$ cat src/source/sd_pkg.sv
package sd_pkg;

  typedef struct packed {
    logic        cyc;
    logic        stb;
    logic        we;
    logic [29:0] adr;
    logic [3:0]  sel;
    logic [31:0] dat;
  } bus_req_t;

  typedef struct packed {
    logic        ack;
    logic [31:0] dat;
  } bus_rsp_t;

  // word addresses
  localparam logic [29:0] ADR_NOOP      = 30'h00;
  localparam logic [29:0] ADR_SEND      = 30'h01;
  localparam logic [29:0] ADR_CMD_LO    = 30'h02;
  localparam logic [29:0] ADR_CMD_HI    = 30'h03;
  localparam logic [29:0] ADR_STATUS    = 30'h04;
  localparam logic [29:0] ADR_RSP_LO    = 30'h05;
  localparam logic [29:0] ADR_RSP_HI    = 30'h06;
  localparam logic [29:0] ADR_DATA_BASE = 30'h80;
  localparam int          DATA_WORDS    = 128;

  localparam int          SCK_DIV       = 8;
  localparam int          CMD_BITS      = 48;
  localparam int          RSP_MAX_BITS  = 48;
  localparam int          BLOCK_BYTES   = 512;
  localparam int          CRC_BYTES     = 2;
  localparam int          TOKEN_TIMEOUT = 512;
  localparam logic [7:0]  START_TOKEN   = 8'hFE;

  // upper byte is flag and length, low 48 bits go out on MOSI
  typedef struct packed {
    logic                data_capture;
    logic [6:0]          rsp_len;
    logic [7:0]          unused;
    logic [CMD_BITS-1:0] frame;
  } cmd_t;

  typedef struct packed {
    logic                    done;
    logic                    rsp_valid;
    logic                    data_valid;
    logic                    timeout;
    logic [RSP_MAX_BITS-1:0] rsp;
  } sd_result_t;

  typedef struct packed {
    logic       block_start;
    logic       valid;
    logic [7:0] data;
  } buf_wr_t;

endpackage
$ cat src/source/sd_spi_top.sv
`timescale 1ns/1ps

module sd_spi_top
  import sd_pkg::*;
(
  input  logic     clk,
  input  logic     rst,
  input  bus_req_t bus_req_i,
  output bus_rsp_t bus_rsp_o,
  output logic     sck_o,
  output logic     mosi_o,
  output logic     cs_o,
  input  logic     miso_i
);

  logic        start;
  cmd_t        cmd;
  sd_result_t  result;
  logic        bit_step;
  buf_wr_t     buf_wr;
  logic [6:0]  buf_rd_word;
  logic [31:0] buf_rd_data;

  sd_bus_regs u_sd_bus_regs (
    .clk           (clk),
    .rst           (rst),
    .bus_req_i     (bus_req_i),
    .bus_rsp_o     (bus_rsp_o),
    .start_o       (start),
    .cmd_o         (cmd),
    .result_i      (result),
    .buf_rd_word_o (buf_rd_word),
    .buf_rd_data_i (buf_rd_data)
  );

  sd_sck_gen u_sd_sck_gen (
    .clk        (clk),
    .rst        (rst),
    .sck_o      (sck_o),
    .bit_step_o (bit_step)
  );

  sd_spi_engine u_sd_spi_engine (
    .clk        (clk),
    .rst        (rst),
    .start_i    (start),
    .cmd_i      (cmd),
    .bit_step_i (bit_step),
    .miso_i     (miso_i),
    .mosi_o     (mosi_o),
    .cs_o       (cs_o),
    .result_o   (result),
    .buf_wr_o   (buf_wr)
  );

  sd_block_buffer u_sd_block_buffer (
    .clk       (clk),
    .rst       (rst),
    .wr_i      (buf_wr),
    .rd_word_i (buf_rd_word),
    .rd_data_o (buf_rd_data)
  );

endmodule

$ cat src/source/sd_bus_regs.sv
`timescale 1ns/1ps

module sd_bus_regs
  import sd_pkg::*;
(
  input  logic        clk,
  input  logic        rst,
  input  bus_req_t    bus_req_i,
  output bus_rsp_t    bus_rsp_o,
  output logic        start_o,
  output cmd_t        cmd_o,
  input  sd_result_t  result_i,
  output logic [6:0]  buf_rd_word_o,
  input  logic [31:0] buf_rd_data_i
);

  cmd_t                    cmd_q;
  logic [2:0]              status_q;
  logic [RSP_MAX_BITS-1:0] rsp_q;
  logic                    ack_q;
  logic                    send_pend;
  logic                    rd_buf_q;
  logic [3:0]              sel_q;
  logic [31:0]             rdata_q;
  logic [31:0]             buf_mask;
  logic                    accept;
  logic                    in_window;

  // bus lane j carries register byte 3-j
  function automatic logic [31:0] rd_lanes(input logic [31:0] r, input logic [3:0] sel);
    logic [31:0] d;
    for (int j = 0; j < 4; j++)
    begin
      d[8*j +: 8] = sel[j] ? r[8*(3-j) +: 8] : 8'h00;
    end
    return d;
  endfunction

  function automatic logic [31:0] wr_lanes(input logic [31:0] r, input logic [31:0] d,
                                           input logic [3:0] sel);
    logic [31:0] n;
    n = r;
    for (int j = 0; j < 4; j++)
    begin
      if (sel[j])
      begin
        n[8*(3-j) +: 8] = d[8*j +: 8];
      end
    end
    return n;
  endfunction

  always_comb
  begin
    accept        = bus_req_i.cyc && bus_req_i.stb && !ack_q && !send_pend;
    in_window     = (bus_req_i.adr >= ADR_DATA_BASE) &&
                    (bus_req_i.adr < ADR_DATA_BASE + DATA_WORDS);
    buf_rd_word_o = 7'(bus_req_i.adr - ADR_DATA_BASE);
    for (int j = 0; j < 4; j++)
    begin
      buf_mask[8*j +: 8] = {8{sel_q[j]}};
    end
    // buffer data arrives registered, in step with ack
    bus_rsp_o.ack = ack_q;
    bus_rsp_o.dat = rd_buf_q ? (buf_rd_data_i & buf_mask) : rdata_q;
  end

  always_ff @(posedge clk)
  begin
    if (rst)
    begin
      ack_q     <= 1'b0;
      send_pend <= 1'b0;
      start_o   <= 1'b0;
      rd_buf_q  <= 1'b0;
      cmd_q     <= '0;
      status_q  <= '0;
      rsp_q     <= '0;
    end
    else
    begin
      ack_q    <= 1'b0;
      start_o  <= 1'b0;
      rd_buf_q <= 1'b0;
      rdata_q  <= '0;
      if (send_pend && result_i.done)
      begin
        // send ack trails done by one cycle
        ack_q     <= 1'b1;
        send_pend <= 1'b0;
        status_q  <= {result_i.timeout, result_i.data_valid, result_i.rsp_valid};
        rsp_q     <= result_i.rsp;
      end
      else if (accept)
      begin
        ack_q <= 1'b1;
        sel_q <= bus_req_i.sel;
        if (in_window)
        begin
          rd_buf_q <= 1'b1;
        end
        else
        begin
          case (bus_req_i.adr)
            ADR_NOOP:
            begin
              rdata_q <= '0;
            end
            ADR_SEND:
            begin
              if (bus_req_i.we)
              begin
                ack_q     <= 1'b0;
                send_pend <= 1'b1;
                start_o   <= 1'b1;
                cmd_o     <= cmd_q;
                status_q  <= '0;
                rsp_q     <= '0;
              end
            end
            ADR_CMD_LO:
            begin
              if (bus_req_i.we)
              begin
                cmd_q[31:0] <= wr_lanes(cmd_q[31:0], bus_req_i.dat, bus_req_i.sel);
              end
              rdata_q <= rd_lanes(cmd_q[31:0], bus_req_i.sel);
            end
            ADR_CMD_HI:
            begin
              if (bus_req_i.we)
              begin
                cmd_q[63:32] <= wr_lanes(cmd_q[63:32], bus_req_i.dat, bus_req_i.sel);
              end
              rdata_q <= rd_lanes(cmd_q[63:32], bus_req_i.sel);
            end
            // bit 0 lands on bus bit 24 after lane reversal
            ADR_STATUS:
            begin
              rdata_q <= rd_lanes({29'b0, status_q}, bus_req_i.sel);
            end
            ADR_RSP_LO:
            begin
              rdata_q <= rd_lanes(rsp_q[31:0], bus_req_i.sel);
            end
            ADR_RSP_HI:
            begin
              rdata_q <= rd_lanes({16'h0000, rsp_q[47:32]}, bus_req_i.sel);
            end
            default:
            begin
              rdata_q <= '0;
            end
          endcase
        end
      end
    end
  end

  a_ack_pulse: assert property (@(posedge clk) disable iff (rst)
    ack_q |=> !ack_q)
    else $error("ack held for more than one cycle");

endmodule

$ cat src/source/sd_block_buffer.sv
`timescale 1ns/1ps

module sd_block_buffer
  import sd_pkg::*;
(
  input  logic        clk,
  input  logic        rst,
  input  buf_wr_t     wr_i,
  input  logic [6:0]  rd_word_i,
  output logic [31:0] rd_data_o
);

  logic [$clog2(BLOCK_BYTES):0] wr_idx;
  logic                         wr_en;

  // index parks at the block size, trailing bytes fall away
  always_comb
  begin
    wr_en = wr_i.valid && (wr_idx < BLOCK_BYTES);
  end

  always_ff @(posedge clk)
  begin
    if (rst || wr_i.block_start)
    begin
      wr_idx <= '0;
    end
    else if (wr_en)
    begin
      wr_idx <= wr_idx + 1'b1;
    end
  end

  // lane l holds bytes 4n+l
  for (genvar l = 0; l < 4; l++)
  begin : g_lane
    logic [7:0] mem [DATA_WORDS];

    always_ff @(posedge clk)
    begin
      if (wr_en && (wr_idx[1:0] == 2'(l)))
      begin
        mem[wr_idx[$clog2(BLOCK_BYTES)-1:2]] <= wr_i.data;
      end
      rd_data_o[8*l +: 8] <= mem[rd_word_i];
    end
  end

  a_wr_exclusive: assert property (@(posedge clk) disable iff (rst)
    !(wr_i.block_start && wr_i.valid))
    else $error("block_start and valid in the same cycle");

endmodule

$ cat src/source/sd_spi_engine.sv
`timescale 1ns/1ps

module sd_spi_engine
  import sd_pkg::*;
(
  input  logic       clk,
  input  logic       rst,
  input  logic       start_i,
  input  cmd_t       cmd_i,
  input  logic       bit_step_i,
  input  logic       miso_i,
  output logic       mosi_o,
  output logic       cs_o,
  output sd_result_t result_o,
  output buf_wr_t    buf_wr_o
);

  typedef enum logic [5:0] {
    S_IDLE  = 6'b000001,
    S_CMD   = 6'b000010,
    S_HUNT  = 6'b000100,
    S_RSP   = 6'b001000,
    S_TOKEN = 6'b010000,
    S_DATA  = 6'b100000
  } state_t;

  state_t                  state;
  logic [12:0]             bit_cnt;
  logic [12:0]             rsp_last;
  logic [7:0]              sh8;
  logic [7:0]              sh8_nxt;
  logic [RSP_MAX_BITS-1:0] rsp_sr;
  logic                    done_q;
  logic                    rsp_valid_q;
  logic                    data_valid_q;
  logic                    timeout_q;

  always_comb
  begin
    rsp_last = {3'b000, cmd_i.rsp_len, 3'b000} - 13'd1;
    sh8_nxt  = {sh8[6:0], miso_i};

    result_o.done       = done_q;
    result_o.rsp_valid  = rsp_valid_q;
    result_o.data_valid = data_valid_q;
    result_o.timeout    = timeout_q;
    result_o.rsp        = rsp_sr;
  end

  always_ff @(posedge clk)
  begin
    if (rst)
    begin
      state                <= S_IDLE;
      bit_cnt              <= '0;
      cs_o                 <= 1'b1;
      mosi_o               <= 1'b1;
      done_q               <= 1'b0;
      rsp_valid_q          <= 1'b0;
      data_valid_q         <= 1'b0;
      timeout_q            <= 1'b0;
      buf_wr_o.block_start <= 1'b0;
      buf_wr_o.valid       <= 1'b0;
    end
    else
    begin
      done_q               <= 1'b0;
      buf_wr_o.block_start <= 1'b0;
      buf_wr_o.valid       <= 1'b0;

      case (state)
        S_IDLE:
        begin
          if (start_i)
          begin
            state        <= S_CMD;
            bit_cnt      <= 13'(CMD_BITS - 1);
            rsp_valid_q  <= 1'b0;
            data_valid_q <= 1'b0;
            timeout_q    <= 1'b0;
          end
        end
        S_CMD:
        begin
          // cs drops together with the first frame bit
          if (bit_step_i)
          begin
            cs_o   <= 1'b0;
            mosi_o <= cmd_i.frame[bit_cnt[5:0]];
            if (bit_cnt == '0)
            begin
              state <= S_HUNT;
            end
            else
            begin
              bit_cnt <= bit_cnt - 13'd1;
            end
          end
        end
        S_HUNT:
        begin
          if (bit_step_i)
          begin
            mosi_o <= 1'b1;
            // start bit counts as response bit one
            if (!miso_i)
            begin
              rsp_sr  <= '0;
              bit_cnt <= 13'd1;
              state   <= S_RSP;
            end
          end
        end
        S_RSP:
        begin
          if (bit_step_i)
          begin
            rsp_sr  <= {rsp_sr[RSP_MAX_BITS-2:0], miso_i};
            bit_cnt <= bit_cnt + 13'd1;
            if (bit_cnt == rsp_last)
            begin
              rsp_valid_q <= 1'b1;
              bit_cnt     <= '0;
              if (cmd_i.data_capture)
              begin
                sh8   <= 8'hFF;
                state <= S_TOKEN;
              end
              else
              begin
                cs_o   <= 1'b1;
                done_q <= 1'b1;
                state  <= S_IDLE;
              end
            end
          end
        end
        S_TOKEN:
        begin
          if (bit_step_i)
          begin
            sh8     <= sh8_nxt;
            bit_cnt <= bit_cnt + 13'd1;
            if (sh8_nxt == START_TOKEN)
            begin
              bit_cnt              <= '0;
              buf_wr_o.block_start <= 1'b1;
              state                <= S_DATA;
            end
            else if (bit_cnt == 13'(TOKEN_TIMEOUT - 1))
            begin
              timeout_q <= 1'b1;
              cs_o      <= 1'b1;
              done_q    <= 1'b1;
              state     <= S_IDLE;
            end
          end
        end
        S_DATA:
        begin
          if (bit_step_i)
          begin
            sh8     <= sh8_nxt;
            bit_cnt <= bit_cnt + 13'd1;
            if (bit_cnt[2:0] == 3'd7)
            begin
              buf_wr_o.valid <= 1'b1;
              buf_wr_o.data  <= sh8_nxt;
            end
            // block plus crc, the buffer drops the crc bytes
            if (bit_cnt == 13'((BLOCK_BYTES + CRC_BYTES) * 8 - 1))
            begin
              data_valid_q <= 1'b1;
              cs_o         <= 1'b1;
              done_q       <= 1'b1;
              state        <= S_IDLE;
            end
          end
        end
        default:
        begin
          state <= S_IDLE;
        end
      endcase
    end
  end

  a_start_idle: assert property (@(posedge clk) disable iff (rst)
    start_i |-> state == S_IDLE)
    else $error("start while a transfer is running");

endmodule

$ cat src/source/sd_sck_gen.sv
`timescale 1ns/1ps

module sd_sck_gen
  import sd_pkg::*;
(
  input  logic clk,
  input  logic rst,
  output logic sck_o,
  output logic bit_step_o
);

  logic [$clog2(SCK_DIV)-1:0] cnt;
  logic [$clog2(SCK_DIV)-1:0] cnt_nxt;

  always_comb
  begin
    cnt_nxt = (cnt == SCK_DIV - 1) ? '0 : cnt + 1'b1;
  end

  // step fires at count 0, sck high over the middle half
  always_ff @(posedge clk)
  begin
    if (rst)
    begin
      cnt        <= '0;
      sck_o      <= 1'b0;
      bit_step_o <= 1'b0;
    end
    else
    begin
      cnt        <= cnt_nxt;
      bit_step_o <= (cnt == SCK_DIV - 1);
      sck_o      <= (cnt_nxt >= SCK_DIV / 4) && (cnt_nxt < 3 * SCK_DIV / 4);
    end
  end

  a_step_single: assert property (@(posedge clk) disable iff (rst)
    bit_step_o |=> !bit_step_o)
    else $error("bit_step held high for two cycles");

endmodule

$ cat config.mk
export PLATFORM = sky130hd
export DESIGN_NAME = sd_spi_top
export DESIGN_NICKNAME = d
export VERILOG_FILES = /design/src/source/sd_pkg.sv /design/src/source/sd_spi_top.sv /design/src/source/sd_bus_regs.sv /design/src/source/sd_block_buffer.sv /design/src/source/sd_spi_engine.sv /design/src/source/sd_sck_gen.sv
export SDC_FILE = /design/constraint.sdc
export NUM_CORES = 2
export LEC_CHECK = 0
export ABC_AREA = 1
export BUFFER_PORTS_ARGS = -buffer_cell sky130_fd_sc_hd__buf_2
export CAP_MARGIN = 25
export CORE_MARGIN = 2
export CORE_UTILIZATION = 45
export DETAILED_ROUTE_END_ITERATION = 10
export RECOVER_POWER = 50
export SLEW_MARGIN = 20
export SYNTH_ARGS = -nofsm -noshare
export SYNTH_HDL_FRONTEND = slang
export SYNTH_SLANG_ARGS = --single-unit
export TNS_END_PERCENT = 50
$ cat constraint.sdc
create_clock -name clk -period 7.8 [get_ports clk]
set_clock_uncertainty 0.1 [all_clocks]
set_input_delay 1.17 -clock clk [delete_from_list [all_inputs] [get_ports clk]]
set_output_delay 1.17 -clock clk [all_outputs]
set_load 0.05 [all_outputs]
After elaboration in Yosys (flattened, before gate mapping)
Memory sizes are Yosys's and may differ from the RTL's. A register that Yosys moved wholly into a read port is not among the register bits.
Index checks and enable logic that the tools add are counted.
{ "totals": {"ff_bits": 316, "ramBits": 4096, "elab_cells": 266, "memories": 4} }
{ "classes": {"n_addsub": 6, "n_lt_le_gt_ge": 6, "eq_ne": 39, "mux": 109, "bitwise_logic": 9, "n_reduce_logical": 56} }
{ "mem_list": {"columns": ["memory", "depth", "word_bits", "read_ports", "rd_ports_with_merged_regs", "wr", "line_no", "rtl"], "rows": [
  ["u_sd_block_buffer.g_lane[0].mem", 128, 8, 1, 1, 1, "sd_block_buffer.sv:37", "logic [7:0] mem [DATA_WORDS];"],
  ["u_sd_block_buffer.g_lane[1].mem", 128, 8, 1, 1, 1, "sd_block_buffer.sv:37", null],
  ["u_sd_block_buffer.g_lane[2].mem", 128, 8, 1, 1, 1, "sd_block_buffer.sv:37", null],
  ["u_sd_block_buffer.g_lane[3].mem", 128, 8, 1, 1, 1, "sd_block_buffer.sv:37", null]
]} }
{ "ops": {"columns": ["op", "count"], "rows": [
  ["two-way mux 48 bit", 8],
  ["one-hot mux 32 bit (5 select lines)", 1],
  ["two-way mux 13 bit", 10],
  ["two-way mux 8 bit", 14],
  ["one-hot mux 48 bit (2 select lines)", 1],
  ["== test 30 x 3 -> 1 bit, second input constant", 3],
  ["one-hot mux 13 bit (6 select lines)", 1],
  ["two-way mux 6 bit", 12],
  ["== test 30 x 2 -> 1 bit, second input constant", 2],
  ["AND reduction 6 bit", 10],
  ["two-way mux 1 bit", 39],
  ["one-hot mux 6 bit (6 select lines)", 1],
  ["AND 32 bit", 1],
  ["two-way mux 32 bit", 1],
  ["== test 30 x 1 -> 1 bit, second input constant", 1],
  [">= comparator 30 x 8 -> 1 bit, second input constant", 1],
  ["less-than comparator 30 x 9 -> 1 bit, second input constant", 1],
  ["two-way mux 7 bit", 4],
  ["inequality test 2 bit, second input constant", 12],
  ["two-way mux 3 bit", 7],
  ["AND reduction 4 bit", 5],
  ["nonzero test 2 bit", 9],
  ["one-hot mux 7 bit (2 select lines)", 1],
  ["adder 13 x 1 -> 13 bit, second input constant", 1],
  ["46 further kinds", 79]
]} }

Logic depth before layout (Yosys ltp)
{ "depth": {"ltp_word": 5, "ltp_mapped": 17} }

Modules after synthesis
Synthesis repeated with hierarchy kept, for this count alone.
{ "unflattened": {"hier_cells": 15838, "area_unflattened_um2": 183309.6} }
{ "by_module_without_submodules": {"columns": ["module", "n_inst", "cells_each", "area_per_inst_um2"], "rows": [
  ["sd_block_buffer", 1, 14003, 168366.5],
  ["sd_bus_regs", 1, 1141, 9562.9],
  ["sd_spi_engine", 1, 675, 5201.2],
  ["sd_sck_gen", 1, 19, 178.9]
]} }

Worst setup path before layout
OpenSTA, ideal clock, no wires.
{ "synth_path": {"path_kind": "flip-flop to flip-flop", "start": "register u_sd_spi_engine.buf_wr_o[0] (netlist bit)", "end": "memory u_sd_block_buffer.g_lane[0].mem[0][0], data pin", "t_arrival_ns": 6.158, "required_time_ns": 6.265, "path_slack_ns": 0.107, "stages_incl_launch_ff": 1, "n_path_buf": 0, "path_cell_list": "edfxtp_1"} }
{ "synth_lines": {"columns": ["item", "line_no", "rtl"], "rows": [
  ["from (decl)", "sd_spi_engine.sv:15", "output buf_wr_t buf_wr_o"],
  ["to (decl)", "sd_block_buffer.sv:37", null]
]} }
Straight into the memory's write port.

Final worst setup path
{ "layout_path": {"start": "register u_sd_spi_engine.buf_wr_o[7] (netlist bit)", "end": "memory u_sd_block_buffer.g_lane[0].mem[49][7], data pin"} }
Straight into the memory's write port.

==> key figures <==
Floorplanning
  – Core box area: 381700 sq um
  – # IOs: 108
  – Die footprint: 388000 sq um
  – Initial Util: 45.15%
  – Row count: 227
  – Die Ht: 622.9 microns
  – Die Wd: 622.9 microns

Yosys
  – Cell taking the most area after synthesis: edfxtp_1
  – Register area share after synthesis: 76.30%
  – Area share of fa/ha/maj cells after synthesis: 0.07985%
  – Post-synthesis area per instance: 13.04 sq um
  – Xor and xnor fraction of the mapped netlist area: 0.05590%
  – Ys async rst share: 0%
  – Largest family of logic cells by synthesized area: simple AND/OR/NAND/NOR gates
  – Post-synth EDFFs: 4251
  – Post-synthesis simple-gate area fraction: 15.05%
  – Top cell type's share of synthesized area: 74.06%
  – Synth Warn #: 0
  – #FFs+latches synth: 4444
  – Syn Inst Count: 13220
  – Top cells by area, synth: edfxtp_1, nand2_1, a22oi_1, nand4_1, dfxtp_1
  – Mapped Area: 172400 sq um
  – Synth Flop Type: edfxtp_1
  – Unique masters post-synth: 50
  – Compound-gate portion of the synthesized area: 5.963%
  – Mux contribution to synthesized area: 0%
  – Mapped Nets: 13300

Placed design
  – DP Area: 178200 sq um
  – GP Congestion: 0.8765
  – DP Worst Slack: 2.903 ns
  – Port bufs: 107
  – HPWL Detailed: 306100 microns

Job
  – MaxCap Viol Count: 35

Timing
  – Setup violators final: 0
  – Crit share post-route: 72.35%
  – Setup tns final: 0 ns
  – Min Clock Period, post-route: 5.644 ns
  – F_max: 177.2 MHz
  – Worst-Margin Slew: 4.557 ns
  – Max_slew headroom: -203.8%
  – Hold Fails Final Rpt: 0
  – Pins Over Slew Limit: 2427
  – RSZ-0062 raised after global routing: no
  – Final WS setup: 2.156 ns

Clocking
  – Clock Path Buffers: 4
  – Clock-pin slew of the registers on the worst-case setup and hold paths: 0.06 ns
  – Setup Buffers After CTS: 0
  – Later-pin clock latency in the skew report: 1.00 ns
  – Clk sinks: 4444
  – CTS HTree Levels: 5
  – Post-cts sizing count: 0
  – CTS Buf Count: 453
  – Hold Buf Count CTS: 0
  – CTS tree: done
  – Clock root buffer: clkbuf_16

Critical path
  – Crit path capture type: register
  – R2r setup slk: 2.16 ns
  – CP startpoint: u_sd_spi_engine.buf_wr_o[7]
  – CP max stage delay: 3.14 ns
  – CP cell instances: clkbuf_1 > buf_4
  – Crit start category: register
  – Worst reg2reg path endpoint: u_sd_block_buffer.g_lane[0].mem[49][7]
  – CP Capture Point: u_sd_block_buffer.g_lane[0].mem[49][7]
  – Buf+Inv Stages, Crit Path: 2
  – CP max stage cell: clkbuf_1
  – Delay-heaviest family, CP: buffers and inverters
  – Worst-path maximum fanout: 92
  – Critical Path RT: 8.33 ns
  – Origin of the critical flop-to-flop path: u_sd_spi_engine.buf_wr_o[7]
  – CP Depth: 2
  – Critical path type: reg2reg
  – CP arrival: 6.18 ns
  – Reg2Reg Depth: 2

Global routing
  – GR Overflow Total: 0
  – Largest net degree at the start of global routing: 190
  – Initial antenna violation count: 24
  – First-pass GRT wire length: 729200 microns
  – Vias in the first global route: 101500
  – GR Util All Layers: 25.54%

Routing
  – Post-Route WL: 509200 microns
  – Vias after detailed routing: 108800
  – Iteration-0 DRC Markers: 13880
  – WL met1: 208500 microns
  – DRT Pass-1 Iters: 6
  – Remaining DRCs: 0
  – Routed Antenna Nets: 0
  – WL/cell: 27.30 microns
  – Metal3 WL: 48220 microns
  – Top Layer Used: met5
  – Mean number of vias per cell: 5.832
  – Met2 WL: 231400 microns

Cells and area
  – Fin nets: 13300
  – P&R area growth vs syn: 11.75%
  – Core Util, Final: 50.46%
  – Most frequent cells in the layout: edfxtp_1, nand2_1, nor2_1
  – Most common cell after layout, fill and taps aside: edfxtp_1
  – Final Cell Area: 192600 sq um
  – Layout cells sized above 1: 7.311%

Power and ir drop
  – Leakage power: 67.54 nW
  – Power Density: 256.7 nW/um^2
  – Tot Pwr: 49.45 mW
  – Peak supply drop: 202.9 uV

Status
  – Failing checks: capacitance limit, slew limit
  – Status: finished, violations left

Hold path
  – Hold Crit Class: in2reg
registers in the layout, indices dropped and copies added, names as in the netlist, 3 cells and up:
signal	cells
u_sd_bus_regs.cmd_o	56
u_sd_spi_engine.sh8	7
u_sd_spi_engine.state	6
u_sd_spi_engine.buf_wr_o	10
u_sd_spi_engine.bit_cnt	13
u_sd_bus_regs.sel_q	4
u_sd_bus_regs.status_q	3
u_sd_bus_regs.rdata_q	32
u_sd_block_buffer.g_lane.mem	4096
u_sd_spi_engine.rsp_sr	48
u_sd_block_buffer.rd_data_o	32
u_sd_bus_regs.cmd_q	64
u_sd_bus_regs.rsp_q	48
u_sd_block_buffer.wr_idx	10
u_sd_sck_gen.cnt	3
routing by layer:
layer / vias to the layer above / track usage (%)
li1: 48070 / -
met1: 54410 / 36.46
met2: 5374 / 39.48
met3: 915 / 4.270
met4: 16 / 9.527
met5: - / 0
worst min path at each step:
stage	cells past startpoint	startpoint	endpoint
4_1_cts	1	miso_i	u_sd_spi_engine.buf_wr_o[0]
5_1_grt	1	miso_i	u_sd_spi_engine.buf_wr_o[0]
3_5_place_dp	1	u_sd_sck_gen.cnt[0]	u_sd_sck_gen.cnt[0]
6_report	1	miso_i	u_sd_spi_engine.buf_wr_o[0]
2_1_floorplan	1	u_sd_sck_gen.cnt[0]	u_sd_sck_gen.cnt[0]
3_3_place_gp	1	u_sd_sck_gen.cnt[0]	u_sd_sck_gen.cnt[0]
metrics by stage:
step,hold WS [ns],instances
floorplan,0.3043,13220
global placement,0.3206,17790
detailed placement,0.3208,17790
CTS,0.2244,18620
global route,0.3008,18640
finish,0.3182,18650
Yosys cell counts, types with 123 or more instances:
cell / count
dfxtp_1: 193
nor3_1: 123
nor2_1: 962
edfxtp_1: 4251
o211ai_1: 204
o21ai_0: 215
nand3_1: 480
inv_1: 200
a22oi_1: 684
buf_2: 440
nand4_1: 626
clkbuf_1: 253
nand2_1: 3952
a21oi_1: 321
logic make-up (layout without fill, tap and decap cells):
group	count (synthesis)	in the layout
simple gates	6208	6208
flops	4444	4444
compound gates	1544	1544
buf+inv	997	1378
fa+ha+maj	11	11
xor+xnor	11	11
other cells	0	19
power breakdown:
group / internal, mW / leakage (nW) / total, mW / switching [mW]
sequential: 25.8 / 45.3 / 25.9 / 0.129
combinational: 0.515 / 15.1 / 2.16 / 1.65
clock: 12.2 / 7.12 / 21.4 / 9.13
total: 38.5 / 67.5 / 49.4 / 10.9
area by class of cell:
type / instances / area, sq um
sequential: 4444 / 131500
timing repair buffer: 331 / 2892
clock buffer: 571 / 12160
multi-input combinational: 7774 / 36520
fill: 32450 / 189100
inverter: 215 / 842.1
tap: 5038 / 6304
clock inverter: 261 / 2337
antenna: 19 / 47.55
(Power assumes the default switching activity.)
